<file path="src/hdl/readout_pkg.sv">
//##################################################
// Readout core shared widths, word formats and
// trigger FSM state encoding
//##################################################
package readout_pkg;

    localparam int DATA_W    = 32;
    localparam int ID_W      = 4;
    localparam int PAYLOAD_W = DATA_W - ID_W;

    // Source id reserved for trigger number words
    localparam logic [ID_W-1:0] TRIG_ID = 4'd15;

    // Output word, id in the top nibble
    typedef struct packed {
        logic [ID_W-1:0]      src_id;
        logic [PAYLOAD_W-1:0] payload;
    } data_word_t;

    // Per channel state shown on the LEDs
    typedef struct packed {
        logic ready;     // Receiver locked
        logic overflow;  // Sticky, cleared by reset only
        logic full;
    } chan_status_t;

    typedef enum logic [1:0] {
        trig_idle,
        trig_wait_cmd,
        trig_wait_release
    } trig_state_e;

endpackage

</file>
<file path="src/hdl/trigger_fsm.sv">
//##################################################
// Trigger FSM: source select, veto, command start
// handshake and trigger number counter
//##################################################
`timescale 1ns/1ns

module trigger_fsm (
    input  logic                            bus_clk,
    input  logic                            rst_n,
    input  logic                            trigger_rj45,
    input  logic                            trigger_lemo,
    input  logic                            rj45_enabled,
    input  logic                            ext_veto,
    input  logic                            cmd_ready,
    input  logic                            near_full,   // Trigger FIFO almost full
    output logic                            busy,
    output logic                            cmd_start,
    output logic                            push,
    output logic [readout_pkg::PAYLOAD_W-1:0] payload
);
    import readout_pkg::*;

    trig_state_e          state;
    logic                 trig_sel;
    logic                 trig_q;
    logic                 trig_prev;
    logic                 trig_edge;
    logic                 accept;
    logic                 fire;
    logic [PAYLOAD_W-1:0] trig_num;

    assign trig_sel  = rj45_enabled ? trigger_rj45 : trigger_lemo;
    assign trig_edge = trig_q & ~trig_prev;
    assign accept    = trig_edge & ~ext_veto & ~near_full;
    assign fire      = (state == trig_wait_cmd) & cmd_ready;  // Sequencer free

    // Busy for the whole handshake, drops on return to idle
    assign busy = (state != trig_idle);

    always_ff @(posedge bus_clk) begin
        if (!rst_n) begin
            state     <= trig_idle;
            trig_q    <= 1'b0;
            trig_prev <= 1'b0;
            cmd_start <= 1'b0;
            push      <= 1'b0;
            trig_num  <= '0;
        end else begin
            trig_q    <= trig_sel;
            trig_prev <= trig_q;
            cmd_start <= 1'b0;
            push      <= 1'b0;
            case (state)
                trig_idle: begin
                    if (accept)
                        state <= trig_wait_cmd;
                end
                trig_wait_cmd: begin
                    if (fire) begin
                        cmd_start <= 1'b1;
                        push      <= 1'b1;  // One trigger word per cmd_start
                        trig_num  <= trig_num + 1'b1;
                        state     <= trig_wait_release;
                    end
                end
                trig_wait_release: begin
                    // Hold busy until the trigger input goes away
                    if (!trig_q)
                        state <= trig_idle;
                end
                default: state <= trig_idle;
            endcase
        end
    end

    always_ff @(posedge bus_clk) begin
        if (fire)
            payload <= trig_num;
    end

endmodule

</file>
<file path="src/hdl/blink_timer.sv">
//##################################################
// Blink divider and version display window
//##################################################
`timescale 1ns/1ns

module blink_timer #(
    parameter int BLINK_DIV      = 12_500_000,
    parameter int VERSION_CYCLES = 100_000_000
) (
    input  logic bus_clk,
    input  logic rst_n,
    output logic blink_slow,
    output logic blink_fast,
    output logic version_window
);
    localparam int HALF  = (BLINK_DIV / 2 > 0) ? BLINK_DIV / 2 : 1;
    localparam int DIV_W = $clog2(HALF + 1);
    localparam int VER_W = $clog2(VERSION_CYCLES + 1);

    logic [DIV_W-1:0] div_cnt;
    logic [VER_W-1:0] ver_cnt;

    always_ff @(posedge bus_clk) begin
        if (!rst_n) begin
            div_cnt    <= '0;
            blink_fast <= 1'b0;
            blink_slow <= 1'b0;
            ver_cnt    <= '0;
        end else begin
            if (div_cnt == DIV_W'(HALF - 1)) begin
                div_cnt    <= '0;
                blink_fast <= ~blink_fast;
                if (blink_fast)
                    blink_slow <= ~blink_slow;  // Every second fast toggle
            end else begin
                div_cnt <= div_cnt + 1'b1;
            end
            if (ver_cnt != VER_W'(VERSION_CYCLES))
                ver_cnt <= ver_cnt + 1'b1;  // Saturates at end of window
        end
    end

    assign version_window = (ver_cnt != VER_W'(VERSION_CYCLES));

endmodule

</file>
<file path="src/hdl/channel_fifo.sv">
//##################################################
// Channel word FIFO, tags payloads with source id
//##################################################
`timescale 1ns/1ns

module channel_fifo #(
    parameter int                           FIFO_DEPTH = 8,
    parameter logic [readout_pkg::ID_W-1:0] SRC_ID     = '0
) (
    input  logic                              bus_clk,
    input  logic                              rst_n,
    input  logic                              push,
    input  logic                              pop,
    input  logic [readout_pkg::PAYLOAD_W-1:0] payload,
    input  logic                              locked,   // Goes to status.ready
    output readout_pkg::data_word_t           head,
    output logic                              empty,
    output logic                              near_full,
    output readout_pkg::chan_status_t         status
);
    import readout_pkg::*;

    localparam int AW = (FIFO_DEPTH > 1) ? $clog2(FIFO_DEPTH) : 1;
    localparam int CW = $clog2(FIFO_DEPTH + 1);

    logic [PAYLOAD_W-1:0] mem [FIFO_DEPTH];
    logic [AW-1:0]        wr_ptr;
    logic [AW-1:0]        rd_ptr;
    logic [CW-1:0]        count;
    logic                 full;
    logic                 overflow;
    logic                 wr_en;
    logic                 rd_en;

    assign full      = (count == CW'(FIFO_DEPTH));
    assign empty     = (count == '0);
    assign near_full = (count >= CW'(FIFO_DEPTH - 1));
    assign wr_en     = push & ~full;   // Writes to a full FIFO are lost
    assign rd_en     = pop & ~empty;

    always_ff @(posedge bus_clk) begin
        if (!rst_n) begin
            wr_ptr   <= '0;
            rd_ptr   <= '0;
            count    <= '0;
            overflow <= 1'b0;
        end else begin
            if (wr_en)
                wr_ptr <= (wr_ptr == AW'(FIFO_DEPTH - 1)) ? '0 : wr_ptr + 1'b1;
            if (rd_en)
                rd_ptr <= (rd_ptr == AW'(FIFO_DEPTH - 1)) ? '0 : rd_ptr + 1'b1;
            if (wr_en && !rd_en)
                count <= count + 1'b1;
            else if (rd_en && !wr_en)
                count <= count - 1'b1;
            if (push && full)
                overflow <= 1'b1;
        end
    end

    always_ff @(posedge bus_clk) begin
        if (wr_en)
            mem[wr_ptr] <= payload;
    end

    assign head.src_id  = SRC_ID;
    assign head.payload = mem[rd_ptr];

    assign status.ready    = locked;
    assign status.overflow = overflow;
    assign status.full     = full;

endmodule

</file>
<file path="src/hdl/priority_arbiter.sv">
//##################################################
// Round-robin arbiter, last source has priority,
// registered output word stage
//##################################################
`timescale 1ns/1ns

module priority_arbiter #(
    parameter int NUM_SRC = 5
) (
    input  logic                    bus_clk,
    input  logic                    rst_n,
    input  logic                    out_ready,
    input  logic                    hold_req,          // Priority source wants out
    input  logic [NUM_SRC-1:0]      empty,
    input  readout_pkg::data_word_t words [NUM_SRC],
    output logic [NUM_SRC-1:0]      pop,
    output logic                    out_write,
    output readout_pkg::data_word_t out_word
);
    localparam int NUM_RR = NUM_SRC - 1;   // Rotating sources, priority one excluded
    localparam int SEL_W  = $clog2(NUM_SRC);

    logic [SEL_W-1:0] last_rx;
    logic [SEL_W-1:0] gnt;
    logic             take;

    assign take = out_ready & ~&empty;

    // Search starts one past the last granted rx channel
    always_comb begin
        int   idx;
        logic found;
        found = 1'b0;
        gnt   = last_rx;
        for (int k = 1; k <= NUM_RR; k++) begin
            idx = int'(last_rx) + k;
            if (idx >= NUM_RR)
                idx = idx - NUM_RR;
            if (!found && !empty[idx]) begin
                gnt   = SEL_W'(idx);
                found = 1'b1;
            end
        end
        if (hold_req)
            gnt = SEL_W'(NUM_SRC - 1);
    end

    always_comb begin
        pop = '0;
        if (take)
            pop[gnt] = 1'b1;  // Head leaves the FIFO this cycle
    end

    always_ff @(posedge bus_clk) begin
        if (!rst_n) begin
            out_write <= 1'b0;
            last_rx   <= SEL_W'(NUM_RR - 1);
        end else begin
            out_write <= take;
            // Priority grants leave the rotation alone
            if (take && !hold_req)
                last_rx <= gnt;
        end
    end

    always_ff @(posedge bus_clk) begin
        if (take)
            out_word <= words[gnt];
    end

endmodule

</file>
<file path="src/hdl/led_status.sv">
//##################################################
// LED driver: version number, trigger and channels
//##################################################
`timescale 1ns/1ns

module led_status #(
    parameter int              NUM_RX  = 4,
    parameter logic [NUM_RX:0] VERSION = 3
) (
    input  logic                      blink_slow,
    input  logic                      blink_fast,
    input  logic                      version_window,
    input  logic                      rj45_enabled,
    input  logic                      trigger_busy,
    input  readout_pkg::chan_status_t chan [NUM_RX],
    output logic [NUM_RX:0]           led
);
    logic [NUM_RX:0] state_led;

    // Trigger LED: blink rate tells the selected input
    assign state_led[0] = trigger_busy | (rj45_enabled ? blink_fast : blink_slow);

    for (genvar i = 0; i < NUM_RX; i++) begin : g_chan
        // Dark until locked, solid on any FIFO trouble
        assign state_led[i+1] = chan[i].ready &
                                (blink_slow | chan[i].overflow | chan[i].full);
    end

    assign led = version_window ? VERSION : state_led;

endmodule

</file>
<file path="src/hdl/readout_top.sv">
//##################################################
// Readout core top: trigger, channel FIFOs, arbiter
//##################################################
`timescale 1ns/1ns

module readout_top #(
    parameter int              NUM_RX         = 4,
    parameter int              FIFO_DEPTH     = 8,
    parameter int              BLINK_DIV      = 12_500_000,  // 1 Hz at 25 MHz
    parameter int              VERSION_CYCLES = 100_000_000,
    parameter logic [NUM_RX:0] VERSION        = 3
) (
    input  logic                              bus_clk,
    input  logic                              rst_n,
    input  logic                              trigger_rj45,
    input  logic                              trigger_lemo,
    input  logic                              rj45_enabled,
    input  logic                              ext_veto,
    input  logic                              cmd_ready,
    input  logic [NUM_RX-1:0]                 rx_valid,
    input  logic [readout_pkg::PAYLOAD_W-1:0] rx_payload [NUM_RX],
    input  logic [NUM_RX-1:0]                 rx_locked,
    input  logic                              out_ready,
    output logic                              trigger_busy,
    output logic                              cmd_start,
    output logic                              out_write,
    output readout_pkg::data_word_t           out_word,
    output logic [NUM_RX:0]                   led
);
    import readout_pkg::*;

    localparam int NUM_SRC = NUM_RX + 1;   // Trigger FIFO sits at index NUM_RX

    logic                 trig_push;
    logic [PAYLOAD_W-1:0] trig_payload;
    logic                 trig_near_full;
    logic [NUM_SRC-1:0]   fifo_empty;
    logic [NUM_SRC-1:0]   fifo_pop;
    data_word_t           fifo_head [NUM_SRC];
    chan_status_t         chan_stat [NUM_RX];
    logic                 blink_slow;
    logic                 blink_fast;
    logic                 version_window;

    trigger_fsm i_trigger_fsm (
        .bus_clk, .rst_n, .trigger_rj45, .trigger_lemo, .rj45_enabled, .ext_veto,
        .cmd_ready, .near_full(trig_near_full), .busy(trigger_busy), .cmd_start,
        .push(trig_push), .payload(trig_payload)
    );

    for (genvar i = 0; i < NUM_RX; i++) begin : g_rx
        channel_fifo #(.FIFO_DEPTH(FIFO_DEPTH), .SRC_ID(ID_W'(i + 1))) i_fifo (
            .bus_clk, .rst_n, .push(rx_valid[i]), .pop(fifo_pop[i]),
            .payload(rx_payload[i]), .locked(rx_locked[i]), .head(fifo_head[i]),
            .empty(fifo_empty[i]), .near_full(), .status(chan_stat[i])
        );
    end

    channel_fifo #(.FIFO_DEPTH(FIFO_DEPTH), .SRC_ID(TRIG_ID)) i_trig_fifo (
        .bus_clk, .rst_n, .push(trig_push), .pop(fifo_pop[NUM_RX]),
        .payload(trig_payload), .locked(1'b1), .head(fifo_head[NUM_RX]),
        .empty(fifo_empty[NUM_RX]), .near_full(trig_near_full), .status()
    );

    priority_arbiter #(.NUM_SRC(NUM_SRC)) i_arbiter (
        .bus_clk, .rst_n, .out_ready, .hold_req(~fifo_empty[NUM_RX]),
        .empty(fifo_empty), .words(fifo_head), .pop(fifo_pop), .out_write, .out_word
    );

    blink_timer #(.BLINK_DIV(BLINK_DIV), .VERSION_CYCLES(VERSION_CYCLES)) i_blink (
        .bus_clk, .rst_n, .blink_slow, .blink_fast, .version_window
    );

    led_status #(.NUM_RX(NUM_RX), .VERSION(VERSION)) i_led (
        .blink_slow, .blink_fast, .version_window, .rj45_enabled, .trigger_busy,
        .chan(chan_stat), .led
    );

endmodule

</file>
<file path="config.mk">
export PLATFORM = sky130hd
export DESIGN_NAME = readout_top
export DESIGN_NICKNAME = d
export VERILOG_FILES = /design/src/hdl/readout_pkg.sv /design/src/hdl/trigger_fsm.sv /design/src/hdl/blink_timer.sv /design/src/hdl/channel_fifo.sv /design/src/hdl/priority_arbiter.sv /design/src/hdl/led_status.sv /design/src/hdl/readout_top.sv
export SDC_FILE = /design/constraint.sdc
export NUM_CORES = 1
export LEC_CHECK = 0
export ABC_AREA = 1
export BUFFER_PORTS_ARGS = -buffer_cell sky130_fd_sc_hd__buf_2
export CAP_MARGIN = 10
export CORE_MARGIN = 1
export CORE_UTILIZATION = 45
export CTS_CLUSTER_DIAMETER = 200
export DETAILED_ROUTE_END_ITERATION = 6
export PLACE_DENSITY_LB_ADDON = 0.1
export SLEW_MARGIN = 5
export SYNTH_ARGS = -nofsm -noshare
export SYNTH_HDL_FRONTEND = slang
export SYNTH_SLANG_ARGS = --single-unit
</file>
<file path="constraint.sdc">
create_clock -name bus_clk -period 4.8 [get_ports bus_clk]
set_clock_uncertainty 0.2 [all_clocks]
set_input_delay 0.48 -clock bus_clk [delete_from_list [all_inputs] [get_ports bus_clk]]
set_output_delay 0.48 -clock bus_clk [all_outputs]
set_load 0.1 [all_outputs]
</file>
# == Word level (Yosys, flattened, before mapping) ==
# Memory sizes are Yosys's and may differ from the RTL's. A register that Yosys moved wholly into a read port is not among the register bits.
# Index checks and enable logic that the tools add are counted.
# word_totals
output_inout_bits,40
elab_cells,279
memories,5
ramBits,1120
ff_bits,203
input_bits,128
# mem_list
name,words,word_bits,read_ports,rd_ports_with_merged_regs,wr,line,source
g_rx[0].i_fifo.mem,8,28,1,1,1,channel_fifo.sv:26,logic [PAYLOAD_W-1:0] mem [FIFO_DEPTH];
g_rx[1].i_fifo.mem,8,28,1,1,1,channel_fifo.sv:26,
g_rx[2].i_fifo.mem,8,28,1,1,1,channel_fifo.sv:26,
g_rx[3].i_fifo.mem,8,28,1,1,1,channel_fifo.sv:26,
i_trig_fifo.mem,8,28,1,1,1,channel_fifo.sv:26,
# classes
n_eq_ne,22
addsub,31
magnitude_cmp,12
mux,78
bitwise_logic,45
reduce_logical,53
# op_table
cell,n
32-bit 2-to-1 mux,6
"32-bit by 4-bit >= comparator with 1-bit output, second input constant",4
"32-bit by 5-bit less-than comparator with 1-bit output, second input constant",4
"32-bit by 4-bit subtractor with 32-bit output, second input constant",4
32-bit binary-select mux with 3-bit select,1
3-bit 2-to-1 mux,25
4-bit 2-to-1 mux,10
"3-bit by 1-bit adder with 3-bit output, second input constant",10
"3-bit equality test, second input constant",10
"28-bit by 1-bit adder with 28-bit output, second input constant",1
"27-bit by 1-bit adder with 27-bit output, second input constant",1
"27-bit inequality test, second input constant",1
1-bit 2-to-1 mux,25
"23-bit by 1-bit adder with 23-bit output, second input constant",1
"23-bit equality test, second input constant",1
"4-bit by 1-bit adder with 4-bit output, second input constant",5
"4-bit equality test, second input constant",5
4-bit zero test,5
"4-bit by 1-bit subtractor with 4-bit output, second input constant",5
1-bit AND,19
1-bit logical AND,19
1-bit zero test,16
1-bit NOT,16
1-bit binary-select mux with 3-bit select,4
other kinds (23),43

# == Logic depth before layout (Yosys ltp) ==
# Gate-level depths: netlist (run 1).
# depth
depth_word,25
ltp_mapped,26
depth_no_buf,25

# == Cells and area by module ==
# A second synthesis (run 1) with hierarchy kept.
# hier_totals
cells_unflattened,5614
hier_area_um2,57766.7
# by_module_without_submodules
module,area_each_um2,seq_area_each_um2,n_inst,cells_each
channel_fifo at g_rx[0].i_fifo ...,9739.3,7006.7,4,859
channel_fifo at g_rx[2].i_fifo,9743.1,7006.7,1,860
priority_arbiter,3532.1,1041.0,1,584
blink_timer,2947.8,1041.0,1,456
trigger_fsm,2501.1,1501.4,1,257
led_status,77.6,0.0,1,19
readout_top,7.5,0.0,1,2

# == Worst setup path before layout (run 1) ==
# No wires, ideal clock.
# synth_timing
path_type,register -> register
from,register i_trig_fifo.count[0]
to,register g_rx[3].i_fifo.count[3]
arrival_time_ps,3477
synth_period_minus_slack_ps,3796
n_path_buf,0
path_stages_with_launch,22
slack_ps,1004
required_time_ps,4481
setup_ps,119
cell_sequence,dfxtp_1 nor2_2 nand2_2 nor2_1 nand3_1 nand2_1 inv_1 nand2_1 inv_1 nand3_1 a21oi_1 nand2_1 ha_1 inv_1 ha_1 a21o_1 a21oi_1 nor2_1 nor2_1 nand2_1 o21ai_0 a21oi_1
# synth_via
elab_cells_between_ends,44
classes_between,2 x order compare; 24 x mux; 2 x bitwise; 16 x reduce/logical
# synth_rtl
item,line,source
"start, declared",channel_fifo.sv:29,logic [CW-1:0] count;
"start signal, assigned",channel_fifo.sv:53,count <= count + 1'b1;
"start signal, assigned",channel_fifo.sv:55,count <= count - 1'b1;
4-bit zero test *,channel_fifo.sv:36,assign empty = (count == '0);
5-bit AND reduction *,priority_arbiter.sv:27,assign take = out_ready & ~&empty;
1-bit zero test *,priority_arbiter.sv:27,
1-bit AND *,priority_arbiter.sv:27,
via i_arbiter.take,priority_arbiter.sv:25,logic take;
5-bit 2-to-1 mux *,priority_arbiter.sv:50,if (take)
1-bit AND *,channel_fifo.sv:39,assign rd_en = pop & ~empty;
1-bit zero test,channel_fifo.sv:52,if (wr_en && !rd_en)
1-bit logical AND,channel_fifo.sv:52,
4-bit 2-to-1 mux / 2-bit nonzero test (equally long branches),--,
"end signal, assigned",channel_fifo.sv:53,
"end signal, assigned",channel_fifo.sv:55,
"end, declared",channel_fifo.sv:29,
# Mark *: on every way through the listed nets, which the timed path passes. The rest lies on a longest branch. The select of a mux whose other input is x is not followed.
# A chain may end at the register's enable or synchronous reset.

# == Worst setup path in the final report (run 1) ==
# layout_timing
from,register i_arbiter.last_rx[0]
to,register i_arbiter.out_word[21] (netlist name)
# layout_via
elab_chain_cells,20
elab_cells_between_ends,48
classes_between,8 x add/sub; 4 x order compare; 27 x mux; 1 x bitwise; 8 x reduce/logical
# layout_rtl
item,line,source
"start, declared",priority_arbiter.sv:23,logic [SEL_W-1:0] last_rx;
"start signal, assigned",priority_arbiter.sv:57,last_rx <= SEL_W'(NUM_RR - 1);
"start signal, assigned",priority_arbiter.sv:62,last_rx <= gnt;
3-bit by 2-bit adder with 4-bit output,priority_arbiter.sv:36,idx = int'(last_rx) + k;
32-bit by 4-bit subtractor with 32-bit output / 32-bit by 4-bit >= comparator with 1-bit output (equally long branches),"priority_arbiter.sv:38, priority_arbiter.sv:37",
32-bit 2-to-1 mux,priority_arbiter.sv:37,if (idx >= NUM_RR)
1-bit binary-select mux with 3-bit select,priority_arbiter.sv:39,if (!found && !empty[idx]) begin
1-bit 2-to-1 mux (implied by the code) (2 in series),priority_arbiter.sv:39,
1-bit zero test,priority_arbiter.sv:39,
1-bit logical AND,priority_arbiter.sv:39,
1-bit 2-to-1 mux,priority_arbiter.sv:39,
(+2 left out),--,
1-bit 2-to-1 mux,priority_arbiter.sv:39,
1-bit zero test,priority_arbiter.sv:39,
1-bit logical AND,priority_arbiter.sv:39,
3-bit 2-to-1 mux *,priority_arbiter.sv:39,
3-bit 2-to-1 mux *,priority_arbiter.sv:44,if (hold_req)
3-bit NOT with 4-bit output (implied by the code) *,priority_arbiter.sv:68,out_word <= words[gnt];
32-bit binary-select mux with 3-bit select *,priority_arbiter.sv:68,
32-bit 2-to-1 mux (implied by the code) * (2 in series),priority_arbiter.sv:68,
# Every way passes the cells marked *; elsewhere a longest branch is shown, timed or not. The select of a mux whose other input is x is not followed.

==> results.cfg, run 1 <==
[setup_path]
worst-endpoint-required_ns = 5.07
start_kind = register
crit_arrival_ns = 4.53
crit_fanout = 57
critical_path_class = reg -> reg
critPathCaptureType = register

[die]
core_um2 = 118100
dieArea_um2 = 120400
initial_core_util_pct = 45.34
pin_count = 168
std_cell_rows = 126
die_h_um = 346.9
die_width_um = 346.9

[cells_and_area]
layout_common_cells = edfxtp_1, nand2_1, a21oi_1
nets = 4689
synthToLayoutAreaGrowth_pct = 15.91
final_common_cell = edfxtp_1
nFillCells = 10040
drive_above_1_share_pct = 12.03

[place]
dp_hpwl_um = 93750
gp_congestion = 0.8472
portBuffers = 167

[global_routing]
grt_pass1_vias = 33520
grt_use_met2_pct = 38.10
top_usage_layer = met2
grt_util_all_layers_pct = 25.15
grtUsageMet3_pct = 7.307
antenna_found_initial = 21
grt_max_degree = 99
use_met1_pct = 34.42
grt_pass1_wl_um = 223200
grt_overflow = 0

[timing]
drv_slew = 0
rsz0062_at_grt = no
tns_ns = 0
fin_crit_sh_pct = 88.73
fmaxAchievable_mhz = 234.8
finalHoldViolations = 0
worst_pin_slew_ns = 1.279
finalCriticalPeriod_ns = 4.259
maxSlewHeadroom_pct = 14.54
setup_viol = 0

[cts]
cts_buffer_depth = 3
htree_num_levels = 4
cts_resized = 0
clock_sinks = 1338
clock_latency_ns = 0.77
root_buffer = clkbuf_16
post-cts-setup-buffer-count = 0
hold_buffers = 123
cts_tree = built
path_clk_slew_ns = 0.06
cts_made_buffers = 142

[detailed_routing]
ant_nets = 0
num_vias = 35240
via_per_inst = 5.715
drc_errors = 0
wirelength_um = 152600
drt_iter0_markers = 3504
drt_first_pass_iters = 6
avgRoutedWirePerCell_um = 24.74

[synth]
syn-num-nets = 4422
synth_ff_type = edfxtp_1
syn_area_um2 = 53540
synth_edf_count = 1180
yosysWarnings = 0
synthCells = 4246
synth_cell_types = 54
async_flop_share_pct = 0
synth-seq-area-share_pct = 72.09
synth_seq_cells = 1338
syn_area_per_cell_um2 = 12.61

[outcome]
outcome = completed

[power]
ir_drop_uv = 808.2
intPower_mw = 23.30
p_sw_mw = 14.04
power_frac_seq_pct = 39.0
total_power_mw = 37.34
swShare_pct = 37.59
clockPowerShare_pct = 28.8
p_comb_share_pct = 32.2
leakage_nw = 22.07
power.density_nw_per_um2 = 601.6

[worst_hold_path]
hp-class = reg -> reg

[flow_run]
drv_cap = 0
worst paths after layout:
kind | from | end | slack (ns) | cells past startpoint
worst max-delay path | i_arbiter.last_rx[0] | i_arbiter.out_word[21] | 0.54 | 15
worst min-delay path | i_blink.div_cnt[0] | i_blink.div_cnt[0] | 0.24 | 1
worst max register to register | i_arbiter.last_rx[0] | i_arbiter.out_word[21] | 0.54 | 15
worst min register to register | i_blink.div_cnt[0] | i_blink.div_cnt[0] | 0.24 | 1
metal layers:
layer  share of wire [%]  vias to the layer above
li1                    -                    16300
met1                  43                    17430
met2                  45                     1244
met5               0.076                        -
met4                 3.3                       17
met3                 8.9                      251
power groups by stage:
stage	registers (mW)	logic, mW	clock network, mW
finish	14.6	12.0	10.8
global route	14.7	12.9	11.4
CTS	14.5	12.0	10.9
detailed placement	14.8	11.9	0
global placement	14.8	11.8	0
floorplan	15.3	6.80	0
synth_stat cells (13+ instances only):
cell type | count | area share (%)
o21a_1 | 62 | 0.87
edfxtp_1 | 1180 | 66
ha_1 | 43 | 1.0
nor2_1 | 332 | 2.3
buf_2 | 13 | 0.12
o21ai_1 | 27 | 0.25
o21ai_0 | 225 | 2.1
dfxtp_1 | 158 | 5.9
a221oi_1 | 113 | 1.8
nor3_1 | 26 | 0.24
nand2_1 | 644 | 4.5
o22ai_1 | 28 | 0.33
a221o_1 | 112 | 2.1
a21oi_1 | 576 | 5.4
inv_1 | 171 | 1.2
xor2_1 | 29 | 0.47
o221ai_1 | 28 | 0.46
clkbuf_1 | 189 | 1.3
nand4_1 | 19 | 0.22
buf_1 | 40 | 0.28
nand3_1 | 112 | 1.0
state kept, by name, indices dropped and copies added, names as in the netlist, 2 cells and up, named ones only:
name	count
i_blink.div_cnt	23
i_trig_fifo.rd_ptr	3
g_rx.i_fifo.rd_ptr	12
i_arbiter.last_rx	3
i_blink.ver_cnt	27
g_rx.i_fifo.mem	896
i_trig_fifo.count	4
i_trig_fifo.mem	224
g_rx.i_fifo.count	16
i_trigger_fsm.payload	28
i_trig_fifo.wr_ptr	3
i_arbiter.out_word	32
g_rx.i_fifo.overflow	4
i_trigger_fsm.state	2
i_trigger_fsm.trig_num	28
g_rx.i_fifo.wr_ptr	12
worst max-delay path, stage by stage (launching register included):
cell and delay, ns:
dfxtp_1 0.59, inv_4 0.13, ha_1 0.41, inv_1 0.15, nor2_1 0.13, nand2_1 0.06
nand3_1 0.11, nand2_2 0.10, nand3_2 0.11, nand2_1 0.10, nor2_4 0.12, buf_4 0.64
buf_4 0.49, a21oi_1 0.08, o21ai_1 0.37, nand3_1 0.11
cells by family after synthesis:
logic type      count (synthesis)  synth area share (%)
simple gates                 1193                 9.221
buf+inv                       436                 3.209
fa+ha+maj                      48                 1.192
flops                        1338                 72.09
xor+xnor                       34                0.5562
compound gates               1197                 13.73
through the flow:
| step | area (um^2) | worst slack, ns | hold slack [ns] | std cells | util (%) |
|---|---|---|---|---|---|
| 2_1_floorplan | 53540 | 1.004 | 0.2175 | 4246 | - |
| 3_3_place_gp | 56280 | 0.5416 | 0.2315 | 5782 | 47.66 |
| 3_5_place_dp | 56280 | 0.6486 | 0.2376 | 5782 | 47.66 |
| 4_1_cts | 62040 | 0.6408 | 0.2449 | 6159 | 52.54 |
| 5_1_grt | 62050 | 0.3217 | 0.2747 | 6164 | 52.55 |
| 6_report | 62060 | 0.5408 | 0.2429 | 6167 | 52.56 |
cell type report:
type | count | area (um^2) | area share [%]
timing repair buffer | 377 | 2733 | 4.403
multi-input combinational | 2472 | 13540 | 21.82
clock inverter | 66 | 599.3 | 0.9657
sequential | 1338 | 38620 | 62.23
antenna | 8 | 20.02 | 0.03226
clock buffer | 188 | 3935 | 6.340
tap | 1536 | 1922 | 3.097
inverter | 182 | 693.2 | 1.117
No activity file was read; power rests on OpenSTA's default activity.
==> inputs of run 2 (changes only) <==
--- a/config.mk
+++ b/config.mk
@@ -12,7 +12,6 @@
 export CORE_UTILIZATION = 45
 export CTS_CLUSTER_DIAMETER = 200
 export DETAILED_ROUTE_END_ITERATION = 6
-export PLACE_DENSITY_LB_ADDON = 0.1
 export SLEW_MARGIN = 5
 export SYNTH_ARGS = -nofsm -noshare
 export SYNTH_HDL_FRONTEND = slang
==> results.cfg, run 2 (synthesis gave the netlist of run 1 again) <==
[timing]
whs_ns = 0.2449
drv_slew = 0
fin_crit_sh_pct = 85.12
setup_viol = 0
fmaxAchievable_mhz = 244.8
rsz0062_at_grt = no
worst_pin_slew_ns = 1.254
finalHoldViolations = 0
tns_ns = 0
finalCriticalPeriod_ns = 4.086
maxSlewHeadroom_pct = 16.17

[place]
post_dp_cell_area_um2 = 56310
dp_hpwl_um = 83600
portBuffers = 167
gp_congestion = 0.8751

[cts]
htree_num_levels = 4
post-cts-setup-buffer-count = 0
cts_tree = built
cts_resized = 0
path_clk_slew_ns = 0.06
root_buffer = clkbuf_16
clock_latency_ns = 0.74
clock_sinks = 1338
hold_buffers = 123
cts_made_buffers = 139
cts_buffer_depth = 3

[setup_path]
critPathCaptureType = register
path_delay_family = simple AND/OR/NAND/NOR gates
max_stage_delay_ns = 0.48
cpMaxStageDelayCell = dfxtp_1
cp_common_cell = nand2_1
path_buf_inv = 3
crit_chain = inv_1, ha_1, inv_1, nor2_1, nand2_1, nand3_1, nand2_2, nand2_1, nand2_1, nand3_1, nor2_1, nand3_2, ha_1, inv_1, ha_1, and3_1, a211oi_1, xor2_1, nand2_1, a21oi_1
critical_path_class = reg -> reg
start_kind = register
worst-endpoint-required_ns = 5.27
crit_fanout = 7
crit_arrival_ns = 4.55

[power]
leakage_nw = 21.99
power.density_nw_per_um2 = 597.3
ir_drop_uv = 915.7

[cells_and_area]
largest_register_ffs = 896
nets = 4687
final_common_cell = edfxtp_1
top_register = g_rx.i_fifo.mem
final_area_um2 = 61910
synthToLayoutAreaGrowth_pct = 15.63
top_regs = g_rx.i_fifo.mem (896), i_trig_fifo.mem (224), i_arbiter.out_word (32)
layout_common_cells = edfxtp_1, nand2_1, a21oi_1
drive_above_1_share_pct = 11.61

[global_routing]
grt_util_all_layers_pct = 23.22
grt_pass1_vias = 33370
antenna_found_initial = 12
grt_pass1_wl_um = 210500
grt_max_degree = 92
grt_overflow = 0

[detailed_routing]
ant_nets = 0
dr.max_layer_used = met5
avgRoutedWirePerCell_um = 22.93
drt_first_pass_iters = 6
drt_iter0_markers = 3305
wl_met3_um = 10870
drc_errors = 0
via_per_inst = 5.684
wl_met1_um = 60350
num_vias = 34990
wirelength_um = 141200
wl_met2_um = 66020

[die]
die_width_um = 346.9
core_um2 = 118100
dieArea_um2 = 120400
initial_core_util_pct = 45.34
pin_count = 168
std_cell_rows = 126
die_h_um = 346.9

[worst_hold_path]
hp-class = reg -> reg

[flow_run]
drv_cap = 0

[outcome]
outcome = completed
## run 2: cell types whose count changed in the layout (fill, tap and decap cells not counted), moves of 3 or more
cell / previous run / this run
buf_12: 1 / 4
clkbuf_1: 33 / 40
clkbuf_16: 149 / 146
clkinv_1: 27 / 31
clkinv_2: 27 / 12
clkinvlp_4: 4 / 1
diode_2: 8 / 5
inv_6: 4 / 8
## run 2: path summary, 6_finish.rpt
kind | startpoint | end | slack [ns] | cells past startpoint
hold / removal | i_blink.div_cnt[0] | i_blink.div_cnt[0] | 0.24 | 1
hold reg to reg | i_blink.div_cnt[0] | i_blink.div_cnt[0] | 0.24 | 1
setup / recovery | i_arbiter.last_rx[1] | g_rx[1].i_fifo.count[3] | 0.71 | 20
setup reg to reg | i_arbiter.last_rx[1] | g_rx[1].i_fifo.count[3] | 0.71 | 20
## run 2: per-layer routing
| metal | GRT usage [%] | up-vias |
|---|---|---|
| met2 | 36.56 | 1244 |
| met3 | 4.811 | 209 |
| li1 | - | 16280 |
| met1 | 32.16 | 17260 |
| met5 | 0 | - |
| met4 | 7.630 | 4 |
## run 2: worst reg2reg max path, delay by kind of cell (launching register included)
kind,cells,cell delay [ns]
adders and majority gates,3,0.94
xor gates and xnor gates,1,0.17
DFF,1,0.48
AOI/OAI and AO/OA,2,0.36
buffers and inverters,3,0.47
and+or+nand+nor,11,1.39
## run 2: report_power, final
group / leakage, nW / switching (mW) / internal [mW]
clock: 2.12 / 4.37 / 6.07
combinational: 7.85 / 8.90 / 3.30
sequential: 12.0 / 0.611 / 13.7
## run 2: layout make-up
class / count / area [um^2]
Clock buffer: 191 / 3872
Antenna cell: 5 / 12.51
Clock inverter: 54 / 485.5
Multi-Input combinational cell: 2472 / 13530
Inverter: 182 / 690.7
Tap cell: 1536 / 1922
Sequential cell: 1338 / 38620
Timing Repair Buffer: 378 / 2778
Fill cell: 9900 / 56170
## run 2: per-stage QoR
step | setup slack [ns] | total power, mW | utilization, % | cells
after floorplan | 1.004 | 22.05 | - | 4246
after global placement | 0.7688 | 26.50 | 47.69 | 5783
after detailed placement | 0.7926 | 26.63 | 47.69 | 5783
after CTS | 0.7628 | 37.11 | 52.42 | 6151
after global routing | 0.3205 | 38.51 | 52.43 | 6154
final | 0.7143 | 36.98 | 52.43 | 6156
